**src/include/wb_cfg.svh**
```systemverilog
`ifndef WB_CFG_SVH
`define WB_CFG_SVH

// exception vector with bev set
`define WB_EXC_ENTRY 32'hbfc00380

`define WB_REG_COUNT 32

// cause.exc_code values
`define WB_EXC_ADEL 5'd4
`define WB_EXC_SYS 5'd8

// cp0 register numbers for select 0
`define WB_CP0_BADVADDR 5'd8
`define WB_CP0_STATUS 5'd12
`define WB_CP0_CAUSE 5'd13
`define WB_CP0_EPC 5'd14

// writable status bits are im[15:8], exl and ie
`define WB_STATUS_WMASK 32'h0000ff03

`endif
```
**src/rtl/cpu_core_pkg.sv**
```systemverilog
package cpu_core_pkg;

  typedef logic [31:0] cpu_data;
  typedef logic [31:0] program_count;
  typedef logic [4:0] reg_addr;

  typedef enum logic [2:0] {
    load_none,
    load_lb,
    load_lbu,
    load_lh,
    load_lhu,
    load_lw
  } load_kind;

  typedef struct packed {
    logic [8:0] zero_hi;
    logic bev;
    logic [5:0] zero_mid;
    logic [7:0] im;
    logic [5:0] zero_lo;
    logic exl;
    logic ie;
  } status_view;

  typedef struct packed {
    logic bd;
    logic [14:0] zero_hi;
    logic [7:0] ip;
    logic zero_mid;
    logic [4:0] exc_code;
    logic [1:0] zero_lo;
  } cause_view;

  // register number picks the view
  typedef union packed {
    cpu_data raw;
    status_view status;
    cause_view cause;
  } cp0_word;

endpackage : cpu_core_pkg

```
**src/rtl/pipe_bus_pkg.sv**
```systemverilog
package pipe_bus_pkg;

  // memory stage hand-over
  typedef struct packed {
    logic valid;
    cpu_core_pkg::program_count pc;
    // load address for loads, rt value for mtc0
    cpu_core_pkg::cpu_data alu_result;
    cpu_core_pkg::cpu_data load_data;
    cpu_core_pkg::load_kind load_kind;
    cpu_core_pkg::reg_addr dest;
    logic reg_write;
    logic mtc0;
    logic mfc0;
    logic [4:0] cp0_reg;
    logic eret;
    logic syscall;
    logic in_delay_slot;
  } ms_to_io_data;

  typedef struct packed {
    cpu_core_pkg::program_count pc;
    cpu_core_pkg::cpu_data final_result;
    logic reg_write;
    logic [3:0] write_strobe;
    cpu_core_pkg::reg_addr dest;
    logic mtc0;
    logic mfc0;
    logic [4:0] cp0_reg;
    logic exc_valid;
    logic [4:0] exc_code;
    logic addr_fault;
    cpu_core_pkg::cpu_data badvaddr;
    logic eret;
    logic in_delay_slot;
  } io_to_wb_data;

  typedef struct packed {
    logic write_enabled;
    logic [4:0] cp0_reg;
    cpu_core_pkg::cpu_data write_data;
    logic exc_valid;
    cpu_core_pkg::program_count exc_address;
    logic eret_flush;
    logic in_delay_slot;
    logic [4:0] exc_code;
    logic addr_fault;
    cpu_core_pkg::cpu_data badvaddr;
  } wb_to_cp0_data;

endpackage : pipe_bus_pkg

```
**src/rtl/wb_ifs.sv**
```systemverilog
`timescale 1ns/10ps

// io stage to write-back with valid/allow_in handshake
interface io_wb_if;
  logic valid;
  pipe_bus_pkg::io_to_wb_data data;
  logic allow_in;
  logic flush;
  // cp0 read result for mfc0 on the wb side
  cpu_core_pkg::cpu_data read_data;

  modport producer (
    output valid,
    output data,
    input allow_in,
    input flush
  );

  modport consumer (
    input valid,
    input data,
    output allow_in,
    output flush,
    output read_data
  );
endinterface : io_wb_if

interface wb_rf_if;
  logic write_enabled;
  cpu_core_pkg::reg_addr write_address;
  logic [3:0] write_strobe;
  cpu_core_pkg::cpu_data write_data;

  modport writer (
    output write_enabled,
    output write_address,
    output write_strobe,
    output write_data
  );

  modport file (
    input write_enabled,
    input write_address,
    input write_strobe,
    input write_data
  );
endinterface : wb_rf_if

```
**src/rtl/wb_subsystem.sv**
```systemverilog
`timescale 1ns/10ps

module wb_subsystem (
  input logic clock,
  input logic reset,
  input logic ms_valid,
  input cpu_core_pkg::program_count ms_pc,
  input cpu_core_pkg::cpu_data ms_alu_result,
  input cpu_core_pkg::cpu_data ms_load_data,
  input cpu_core_pkg::load_kind ms_load_kind,
  input cpu_core_pkg::reg_addr ms_dest,
  input logic ms_reg_write,
  input logic ms_mtc0,
  input logic ms_mfc0,
  input logic [4:0] ms_cp0_reg,
  input logic ms_eret,
  input logic ms_syscall,
  input logic ms_in_delay_slot,
  output logic ms_allow_in,
  input cpu_core_pkg::reg_addr raddr1,
  input cpu_core_pkg::reg_addr raddr2,
  output cpu_core_pkg::cpu_data rdata1,
  output cpu_core_pkg::cpu_data rdata2,
  output logic flush,
  output cpu_core_pkg::program_count flush_pc,
  output cpu_core_pkg::program_count debug_pc,
  output logic [3:0] debug_wen,
  output cpu_core_pkg::reg_addr debug_waddr,
  output cpu_core_pkg::cpu_data debug_wdata
);
  pipe_bus_pkg::ms_to_io_data ms_bus;
  pipe_bus_pkg::wb_to_cp0_data cp0_bus;
  cpu_core_pkg::cp0_word cp0_read_data;

  io_wb_if io_wb ();
  wb_rf_if wb_rf ();

  assign ms_bus = '{
    valid: ms_valid,
    pc: ms_pc,
    alu_result: ms_alu_result,
    load_data: ms_load_data,
    load_kind: ms_load_kind,
    dest: ms_dest,
    reg_write: ms_reg_write,
    mtc0: ms_mtc0,
    mfc0: ms_mfc0,
    cp0_reg: ms_cp0_reg,
    eret: ms_eret,
    syscall: ms_syscall,
    in_delay_slot: ms_in_delay_slot
  };

  io_stage u_io_stage (
    .clock(clock),
    .reset(reset),
    .in_bus(ms_bus),
    .allow_in(ms_allow_in),
    .wb(io_wb.producer)
  );

  wb_stage u_wb_stage (
    .clock(clock),
    .reset(reset),
    .io(io_wb.consumer),
    .rf(wb_rf.writer),
    .cp0_bus(cp0_bus),
    .cp0_read_data(cp0_read_data),
    .have_exception(flush),
    .debug_pc(debug_pc),
    .debug_wen(debug_wen),
    .debug_waddr(debug_waddr),
    .debug_wdata(debug_wdata)
  );

  register_file u_register_file (
    .clock(clock),
    .wr(wb_rf.file),
    .raddr1(raddr1),
    .raddr2(raddr2),
    .rdata1(rdata1),
    .rdata2(rdata2)
  );

  cp0_regs u_cp0_regs (
    .clock(clock),
    .reset(reset),
    .wb_bus(cp0_bus),
    .read_data(cp0_read_data),
    .flush_target(flush_pc)
  );

endmodule : wb_subsystem

```
**src/rtl/cp0_regs.sv**
```systemverilog
`timescale 1ns/10ps
`include "wb_cfg.svh"

module cp0_regs (
  input logic clock,
  input logic reset,
  input pipe_bus_pkg::wb_to_cp0_data wb_bus,
  output cpu_core_pkg::cp0_word read_data,
  output cpu_core_pkg::program_count flush_target
);
  cpu_core_pkg::cp0_word status;
  cpu_core_pkg::cp0_word cause;
  cpu_core_pkg::cpu_data epc;
  cpu_core_pkg::cpu_data badvaddr;
  logic status_write;
  logic epc_write;

  assign status_write = wb_bus.write_enabled && (wb_bus.cp0_reg == `WB_CP0_STATUS);
  assign epc_write = wb_bus.write_enabled && (wb_bus.cp0_reg == `WB_CP0_EPC);

  always_ff @(posedge clock) begin
    if (reset) begin
      status.raw <= '0;
      status.status.bev <= 1'b1;
    end else if (wb_bus.exc_valid) begin
      status.status.exl <= 1'b1;
    end else if (wb_bus.eret_flush) begin
      status.status.exl <= 1'b0;
    end else if (status_write) begin
      status.raw <= (status.raw & ~`WB_STATUS_WMASK) | (wb_bus.write_data & `WB_STATUS_WMASK);
    end
  end

  always_ff @(posedge clock) begin
    if (reset) begin
      cause.raw <= '0;
    end else if (wb_bus.exc_valid) begin
      cause.cause.bd <= wb_bus.in_delay_slot;
      cause.cause.exc_code <= wb_bus.exc_code;
    end
  end

  // delay-slot faults restart at the branch
  always_ff @(posedge clock) begin
    if (wb_bus.exc_valid) begin
      epc <= wb_bus.in_delay_slot ? wb_bus.exc_address - 32'd4 : wb_bus.exc_address;
    end else if (epc_write) begin
      epc <= wb_bus.write_data;
    end
  end

  always_ff @(posedge clock) begin
    if (wb_bus.exc_valid && wb_bus.addr_fault) begin
      badvaddr <= wb_bus.badvaddr;
    end
  end

  always_comb begin
    case (wb_bus.cp0_reg)
      `WB_CP0_STATUS: read_data.raw = status.raw;
      `WB_CP0_CAUSE: read_data.raw = cause.raw;
      `WB_CP0_EPC: read_data.raw = epc;
      `WB_CP0_BADVADDR: read_data.raw = badvaddr;
      default: read_data.raw = '0;
    endcase
  end

  assign flush_target = wb_bus.eret_flush ? epc : `WB_EXC_ENTRY;

  exc_eret_exclusive: assert property (@(posedge clock) disable iff (reset)
    !(wb_bus.exc_valid && wb_bus.eret_flush));

endmodule : cp0_regs

```
**src/rtl/register_file.sv**
```systemverilog
`timescale 1ns/10ps
`include "wb_cfg.svh"

module register_file (
  input logic clock,
  wb_rf_if.file wr,
  input cpu_core_pkg::reg_addr raddr1,
  input cpu_core_pkg::reg_addr raddr2,
  output cpu_core_pkg::cpu_data rdata1,
  output cpu_core_pkg::cpu_data rdata2
);
  cpu_core_pkg::cpu_data regs [`WB_REG_COUNT];
  logic write_hit;

  // r0 is hardwired
  assign write_hit = wr.write_enabled && (wr.write_address != 5'd0);

  always_ff @(posedge clock) begin
    if (write_hit) begin
      for (int i = 0; i < 4; i++) begin
        if (wr.write_strobe[i]) begin
          regs[wr.write_address][8*i +: 8] <= wr.write_data[8*i +: 8];
        end
      end
    end
  end

  // async read
  assign rdata1 = (raddr1 == 5'd0) ? '0 : regs[raddr1];
  assign rdata2 = (raddr2 == 5'd0) ? '0 : regs[raddr2];

endmodule : register_file

```
**src/rtl/wb_stage.sv**
```systemverilog
`timescale 1ns/10ps

module wb_stage (
  input logic clock,
  input logic reset,
  io_wb_if.consumer io,
  wb_rf_if.writer rf,
  output pipe_bus_pkg::wb_to_cp0_data cp0_bus,
  input cpu_core_pkg::cp0_word cp0_read_data,
  output logic have_exception,
  output cpu_core_pkg::program_count debug_pc,
  output logic [3:0] debug_wen,
  output cpu_core_pkg::reg_addr debug_waddr,
  output cpu_core_pkg::cpu_data debug_wdata
);
  logic wb_valid;
  pipe_bus_pkg::io_to_wb_data from_io;
  cpu_core_pkg::cpu_data write_data;

  // never stalls
  assign io.allow_in = 1'b1;

  assign have_exception = wb_valid && (from_io.exc_valid || from_io.eret);
  assign io.flush = have_exception;

  always_ff @(posedge clock) begin
    if (reset) begin
      wb_valid <= 1'b0;
    end else if (have_exception) begin
      wb_valid <= 1'b0;
    end else if (io.allow_in) begin
      wb_valid <= io.valid;
    end
  end

  always_ff @(posedge clock) begin
    if (io.valid && io.allow_in) begin
      from_io <= io.data;
    end
  end

  assign io.read_data = cp0_read_data.raw;
  assign write_data = from_io.mfc0 ? io.read_data : from_io.final_result;

  assign rf.write_enabled = wb_valid && from_io.reg_write && !from_io.exc_valid;
  assign rf.write_address = from_io.dest;
  assign rf.write_strobe = from_io.write_strobe;
  assign rf.write_data = write_data;

  assign cp0_bus = '{
    write_enabled: wb_valid && from_io.mtc0,
    cp0_reg: from_io.cp0_reg,
    write_data: from_io.final_result,
    exc_valid: wb_valid && from_io.exc_valid,
    exc_address: from_io.pc,
    eret_flush: wb_valid && from_io.eret,
    in_delay_slot: from_io.in_delay_slot,
    exc_code: from_io.exc_code,
    addr_fault: from_io.addr_fault,
    badvaddr: from_io.badvaddr
  };

  // trace port
  assign debug_pc = from_io.pc;
  assign debug_wen = {4{rf.write_enabled}} & from_io.write_strobe;
  assign debug_waddr = from_io.dest;
  assign debug_wdata = write_data;

  no_write_on_exception: assert property (@(posedge clock) disable iff (reset)
    !(rf.write_enabled && have_exception));

endmodule : wb_stage

```
**src/rtl/io_stage.sv**
```systemverilog
`timescale 1ns/10ps
`include "wb_cfg.svh"

module io_stage (
  input logic clock,
  input logic reset,
  input pipe_bus_pkg::ms_to_io_data in_bus,
  output logic allow_in,
  io_wb_if.producer wb
);
  logic io_valid;
  pipe_bus_pkg::ms_to_io_data ms_data;
  logic [1:0] offset;
  logic [7:0] load_byte;
  logic [15:0] load_half;
  logic addr_error;
  logic exc_valid;
  cpu_core_pkg::cpu_data final_result;

  // no stall source in this stage
  assign allow_in = !io_valid || wb.allow_in;

  always_ff @(posedge clock) begin
    if (reset || wb.flush) begin
      io_valid <= 1'b0;
    end else if (allow_in) begin
      io_valid <= in_bus.valid;
    end
  end

  always_ff @(posedge clock) begin
    if (in_bus.valid && allow_in) begin
      ms_data <= in_bus;
    end
  end

  assign offset = ms_data.alu_result[1:0];
  assign load_byte = ms_data.load_data[{offset, 3'b000} +: 8];
  assign load_half = ms_data.load_data[{offset[1], 4'b0000} +: 16];

  always_comb begin
    case (ms_data.load_kind)
      cpu_core_pkg::load_lb: final_result = {{24{load_byte[7]}}, load_byte};
      cpu_core_pkg::load_lbu: final_result = {24'b0, load_byte};
      cpu_core_pkg::load_lh: final_result = {{16{load_half[15]}}, load_half};
      cpu_core_pkg::load_lhu: final_result = {16'b0, load_half};
      cpu_core_pkg::load_lw: final_result = ms_data.load_data;
      default: final_result = ms_data.alu_result;
    endcase
  end

  // halfword needs bit 0 clear, word needs both
  always_comb begin
    case (ms_data.load_kind)
      cpu_core_pkg::load_lh,
      cpu_core_pkg::load_lhu: addr_error = offset[0];
      cpu_core_pkg::load_lw: addr_error = |offset;
      default: addr_error = 1'b0;
    endcase
  end

  assign exc_valid = addr_error || ms_data.syscall;

  assign wb.valid = io_valid;
  assign wb.data = '{
    pc: ms_data.pc,
    final_result: final_result,
    reg_write: ms_data.reg_write && !exc_valid,
    write_strobe: 4'b1111,
    dest: ms_data.dest,
    mtc0: ms_data.mtc0,
    mfc0: ms_data.mfc0,
    cp0_reg: ms_data.cp0_reg,
    exc_valid: exc_valid,
    exc_code: addr_error ? `WB_EXC_ADEL : `WB_EXC_SYS,
    addr_fault: addr_error,
    badvaddr: ms_data.alu_result,
    eret: ms_data.eret,
    in_delay_slot: ms_data.in_delay_slot
  };

  // wb holds a faulting record for one cycle only
  flush_single_cycle: assert property (@(posedge clock) disable iff (reset)
    wb.flush |=> !wb.flush);

endmodule : io_stage

```
**config.mk**
```make
export PLATFORM = sky130hd
export DESIGN_NAME = wb_subsystem
export DESIGN_NICKNAME = d
export VERILOG_FILES = /design/src/rtl/cpu_core_pkg.sv /design/src/rtl/pipe_bus_pkg.sv /design/src/rtl/wb_ifs.sv /design/src/rtl/wb_subsystem.sv /design/src/rtl/cp0_regs.sv /design/src/rtl/register_file.sv /design/src/rtl/wb_stage.sv /design/src/rtl/io_stage.sv
export VERILOG_INCLUDE_DIRS = /design/src /design/src/include
export SDC_FILE = /design/constraint.sdc
export NUM_CORES = 2
export LEC_CHECK = 0
export BUFFER_PORTS_ARGS = -buffer_cell sky130_fd_sc_hd__buf_2
export CAP_MARGIN = 20
export CORE_ASPECT_RATIO = 0.6
export CORE_UTILIZATION = 45
export DETAILED_ROUTE_END_ITERATION = 7
export GPL_ROUTABILITY_DRIVEN = 0
export SLEW_MARGIN = 5
export SYNTH_ARGS = -nofsm -noshare
export SYNTH_HDL_FRONTEND = slang
export SYNTH_HIERARCHICAL = 1
export SYNTH_SLANG_ARGS = --single-unit
```
**constraint.sdc**
```tcl
create_clock -name clock -period 5.4 [get_ports clock]
set_clock_uncertainty 0.2 [all_clocks]
set_input_delay 1.08 -clock clock [delete_from_list [all_inputs] [get_ports clock]]
set_output_delay 1.08 -clock clock [all_outputs]
set_load 0.01 [all_outputs]
```
# Yosys cells after proc, flatten, opt, wreduce, memory -nomap -nowiden
# Memories as Yosys holds them, arrays and structs flattened.
# Cells that the tools add are included.
[op_classes]
muxes = 16
add_sub_neg = 1
shift = 2
eq_ne = 9
n_reduce_logical = 25
bitwise = 3
[ops]
columns = ["cell", "count"]
rows = [
  ["$mux W32", 7],
  ["$pmux W32 S5", 1],
  ["$pmux W32 S4", 1],
  ["$or A32 B16 Y32", 1],
  ["$shiftx A32 B6 Y16", 1],
  ["$shiftx A32 B6 Y8", 1],
  ["$sub A32 B3 Y32 const B", 1],
  ["$eq A5 B4 Y1 const B", 4],
  ["$logic_and A1 B1 Y1", 11],
  ["$logic_not A5 Y1", 2],
  ["$eq A3 B2 Y1 const B", 2],
  ["$eq A3 B3 Y1 const B", 2],
  ["$reduce_or A2 Y1", 3],
  ["$reduce_bool A5 Y1", 1],
  ["$mux W1", 4],
  ["$mux W4", 1],
  ["$eq A3 B1 Y1 const B", 1],
  ["$logic_or A1 B1 Y1", 3],
  ["$reduce_and A3 Y1", 1],
  ["$reduce_bool A3 Y1", 1],
  ["$logic_not A1 Y1", 2],
  ["$mux W2", 1],
  ["$not A1 Y1", 2],
  ["$pmux W1 S2", 1],
  ["$reduce_bool A2 Y1", 1],
]
[totals]
n_memories = 1
register_bits = 337
mem_bits_rw = 1024
output_inout_bits = 171
inputBits = 128
[mem_list]
columns = ["memory", "depth", "word_bits", "rd", "rd_ports_with_merged_regs", "wr", "line_no", "rtl"]
rows = [
  ["u_register_file.regs", 32, 32, 2, 0, 1, "register_file.sv:12", "cpu_core_pkg::cpu_data regs [`WB_REG_COUNT];"],
]

# Depth between registers and ports, before layout
[logic_depth]
ltp_word = 6
depth_mapped = 9
depth_no_buf = 6

# Modules after synthesis
# Netlist, hierarchy kept.
[modules_own_cells]
columns = ["module", "instances", "cells_per_inst", "area_per_inst_um2", "seq_area_each_um2"]
rows = [
  ["register_file", 1, 2544, 47710.8, 30749.5],
  ["wb_stage", 1, 390, 5950.7, 3683.5],
  ["io_stage", 1, 409, 5684.2, 3473.3],
  ["cp0_regs", 1, 388, 4211.5, 2242.2],
]

# Worst setup path after synthesis
# Ideal clock, no wire load.
[synth_path]
kind = "input to register"
startpoint = "input port ms_valid"
endpoint = "register u_io_stage/ms_data[10] (netlist bit), enable pin"
setup_slack_ns = 0.992
arrival_ns = 3.723
setup_ns = 0.485
required_ns = 4.715
path_buffers = 0
cell_stages = 1
path_cell_list = "and2_1"
[synth_rtl]
columns = ["element", "line_no", "rtl"]
rows = [
  ["start, declared", "wb_subsystem.sv:6", "input logic ms_valid,"],
  ["end signal, assigned", "io_stage.sv:33", "ms_data <= in_bus;"],
  ["end, declared", "io_stage.sv:12", "pipe_bus_pkg::ms_to_io_data ms_data;"],
]
# No word-level cell between the ends.

# Final worst setup path
[layout_path]
startpoint = "input port raddr2[3]"
endpoint = "output port rdata2[29]"
[layout_between]
elab_chain_len = 2
elab_cells_between_ends = 3
cone_classes = "1 x mux; 1 x reduce/logical; 1 x memory"
[layout_rtl]
columns = ["element", "line_no", "rtl"]
rows = [
  ["start, declared", "wb_subsystem.sv:21", "input cpu_core_pkg::reg_addr raddr2,"],
  ["$mem_v2 Z32 W32 / $logic_not A5 Y1 (equally long branches)", "n/a", ""],
  ["$mux W32 (*)", "register_file.sv:30", "assign rdata2 = (raddr2 == 5'd0) ? '0 : regs[raddr2];"],
  ["end, declared", "wb_subsystem.sv:23", "output cpu_core_pkg::cpu_data rdata2,"],
]
# Every way passes the cells marked *; elsewhere a longest branch is shown, timed or not.

==> metrics.md <==
| Metric | Value |
|---|---|
| Detail Route Antenna Nets | `0` |
| Kind of critical path | `in -> out` |
| DRT iter0 DRCs | `6147` |
| I/O pin count | `approximately 300` |
| Post-CTS Setup Inserts | `0` |
| Antenna violations before repair | `7` |
| Hold_ws | `0.2137 ns` |
| DR DRC count | `2` |
| Pwr Total | `0.02359 W` |
| Vias per cell | `about 6.5` |
| R2R depth | `4` |
| Sink Count | `between 1000 and 1500` |
| Register area | `approximately 0.040 mm2` |
| Vias | `between 30000 and 40000` |
| Port bufs | `~300` |
| Status | `finished, violations left` |
| R2R setup slack | `roughly 1.9 ns` |
| Fillcell total | `~11000` |
| Hold buffers post-CTS | `0` |
| CTS Buf Count | `approximately 130` |
| Crit path arrival time | `roughly 3.9 ns` |
| Starting density of the core | `0.4542` |
| Post-layout min period | `between 5 and 6 ns` |
| HP Class | `reg -> reg` |
| Total leakage power | `roughly 24 nW` |
| Critical Path, Cell by Cell | `buf_2 -> and2_2 -> buf_4 -> a22o_1 -> a211oi_1 -> nor3_1 -> buf_4 -> buf_2` |
| Buf/Inv on CP | `4` |
| Final nets | `~4000` |
| Hold Path Sink | `u_wb_stage/debug_pc[29]` |
| Worst Hold Launch | `u_io_stage/wb.data[119]` |
| Total grt overflow | `0` |
| PwrDens | `approximately 330 mW/mm2` |
| Detailed placer's ending HPWL | `around 140 mm` |
| Setup TNS | `0 ns` |
| Share of layout cells above drive strength 1 | `0.3331` |
| H-tree depth | `4` |
| Start of the worst register-to-register path | `u_wb_stage/debug_waddr[0]` |
| First-pass iteration count of the detailed router | `8` |
| Post-synthesis cell count | `about 3700` |
| WL final | `201.6 mm` |
| Crit path max-delay family | `simple AND/OR/NAND/NOR gates` |
| Die Width | `486.3 um` |
| Die Span Y | `292.6 um` |
| First-pass GRT wire length | `roughly 280 mm` |
| CTS root buf | `clkbuf_16` |
| Final Max Tran Viols | `0` |
| Final period util | `0.9608` |
| Setup violators final | `0` |
| Max-cap violations | `0` |
| Routed length per instance | `around 34 um` |
| Multi-input logic area | `between 0.015 and 0.02 mm2` |
| Clk Latency, worst-skew pair | `approximately 0.77 ns` |
| Largest net degree at the start of global routing | `between 100 and 150` |
| Relative slew margins | `0.2760` |
| Vias in the first global route | `35789` |
| Required time worst endpoint | `4.12 ns` |
| DIE AREA | `~0.14 mm2` |
| RR Endpoint | `u_register_file/regs[25][28]` |
| Critical path endpoint category | `output pin` |
| Failing checks | `DRC` |
| Clk buf depth | `3` |
| Clk slew on worst S/H paths | `around 0.060 ns` |
| Post-Route Utilization | `0.5081` |
| Hold Fails Final Rpt | `0` |
| F_max | `about 190 MHz` |
| Avg Inst Size Synth | `17.12 um2` |
| Hold Path Depth | `0` |
| Largest stage delay, worst path | `0.65 ns` |
| Layout overhead on the synthesized area | `11.87%` |
| Crit-path slowest cell | `and2_2` |
| Core Area | `between 0.1 and 0.15 mm2` |
| Top fanout value on the critical path | `18` |
| Total GRT Usage | `0.2817` |
| Post-CTS Resized | `0` |
| Yosys warns | `6` |
| Crit path launch type | `input pin` |
| Mapped Area | `about 0.063 mm2` |
| Worst slew pin tran | `between 1 and 1.5 ns` |
| TritonCTS clock tree | `built` |
| Peak supply drop | `between 150 and 200 uV` |
| Rows | `roughly 110` |
| RSZ-0062 raised after global routing | `no` |
==> registers in the layout, summed over array words and instances (netlist names), 6 cells and up <==
signal                cells
u_io_stage/ms_data       37
u_cp0_regs/status        10
u_register_file/regs   1024
u_cp0_regs/epc           32
u_wb_stage/debug_pc      32
u_io_stage/wb.data       78
u_cp0_regs/cause          6
u_cp0_regs/badvaddr      32
u_wb_stage/cp0_bus       76
==> metrics by stage <==
stage	cell area [um2]	instances	setup WS [ns]
6_report	70830	5894	0.2118
5_1_grt	70830	5894	0.1920
4_1_cts	70830	5892	0.3562
3_5_place_dp	66360	5649	0.3631
3_3_place_gp	66350	5648	0.2927
2_1_floorplan	63450	3735	0.9916
==> area by class of cell <==
cell class              instances  share of cell area
clock buffers                 159             0.04957
flip-flops and latches       1343              0.5669
clock inverters                84             0.01350
inverters                      52            0.002791
multi-input cells            1792              0.2779
well taps                    1890             0.03339
repair buffers                572             0.05593
diodes                          2          0.00007066
==> power breakdown <==
part           internal (W)  leakage, nW  switching [W]
combinational      0.000780         9.62        0.00134
clock               0.00555         2.17        0.00412
sequential           0.0117         12.4       0.000138
total                0.0180         24.2        0.00560
==> worst reg2reg max path: stages, from the launching register on <==
cell and delay [ns]:
edfxtp_1 0.32, buf_4 0.20, nor2b_1 0.68, nand2_1 0.67, nor2_1 1.03
==> placed cells by master (no fill, tap or decap), drive strengths merged, types with 24 or more instances in the layout <==
cell,n
a2111oi,31
o22ai,55
clkbuf,159
edfxtp,1325
mux2i,206
conb,40
buf,572
mux4,433
nor2,186
nor3,37
clkinv,49
mux2,59
a211oi,54
a21oi,77
inv,61
nand2,121
a211o,24
a22o,101
a222oi,24
nand3,30
and2,43
o221ai,31
==> metal layers <==
metal / part of all wire / track usage / vias to the layer above
li1: - / - / 15260
met1: 0.43 / 0.4373 / 20000
met2: 0.40 / 0.3673 / 2630
met3: 0.14 / 0.1015 / 273
met4: 0.024 / 0.07247 / 2
met5: 0.00070 / 0.006741 / -
==> how the worst max path moves through the flow <==
stage / slack, ns / depth (start not counted) / from / endpoint
3_3_place_gp: 0.29 / 8 / raddr2[3] / rdata2[29]
2_1_floorplan: 0.99 / 1 / ms_valid / u_io_stage/ms_data[10]
4_1_cts: 0.36 / 9 / raddr2[2] / rdata2[24]
6_report: 0.21 / 8 / raddr2[3] / rdata2[29]
5_1_grt: 0.19 / 8 / raddr2[3] / rdata2[29]
3_5_place_dp: 0.36 / 9 / raddr2[2] / rdata2[24]
Note: power is estimated with default switching activity, not from simulation.
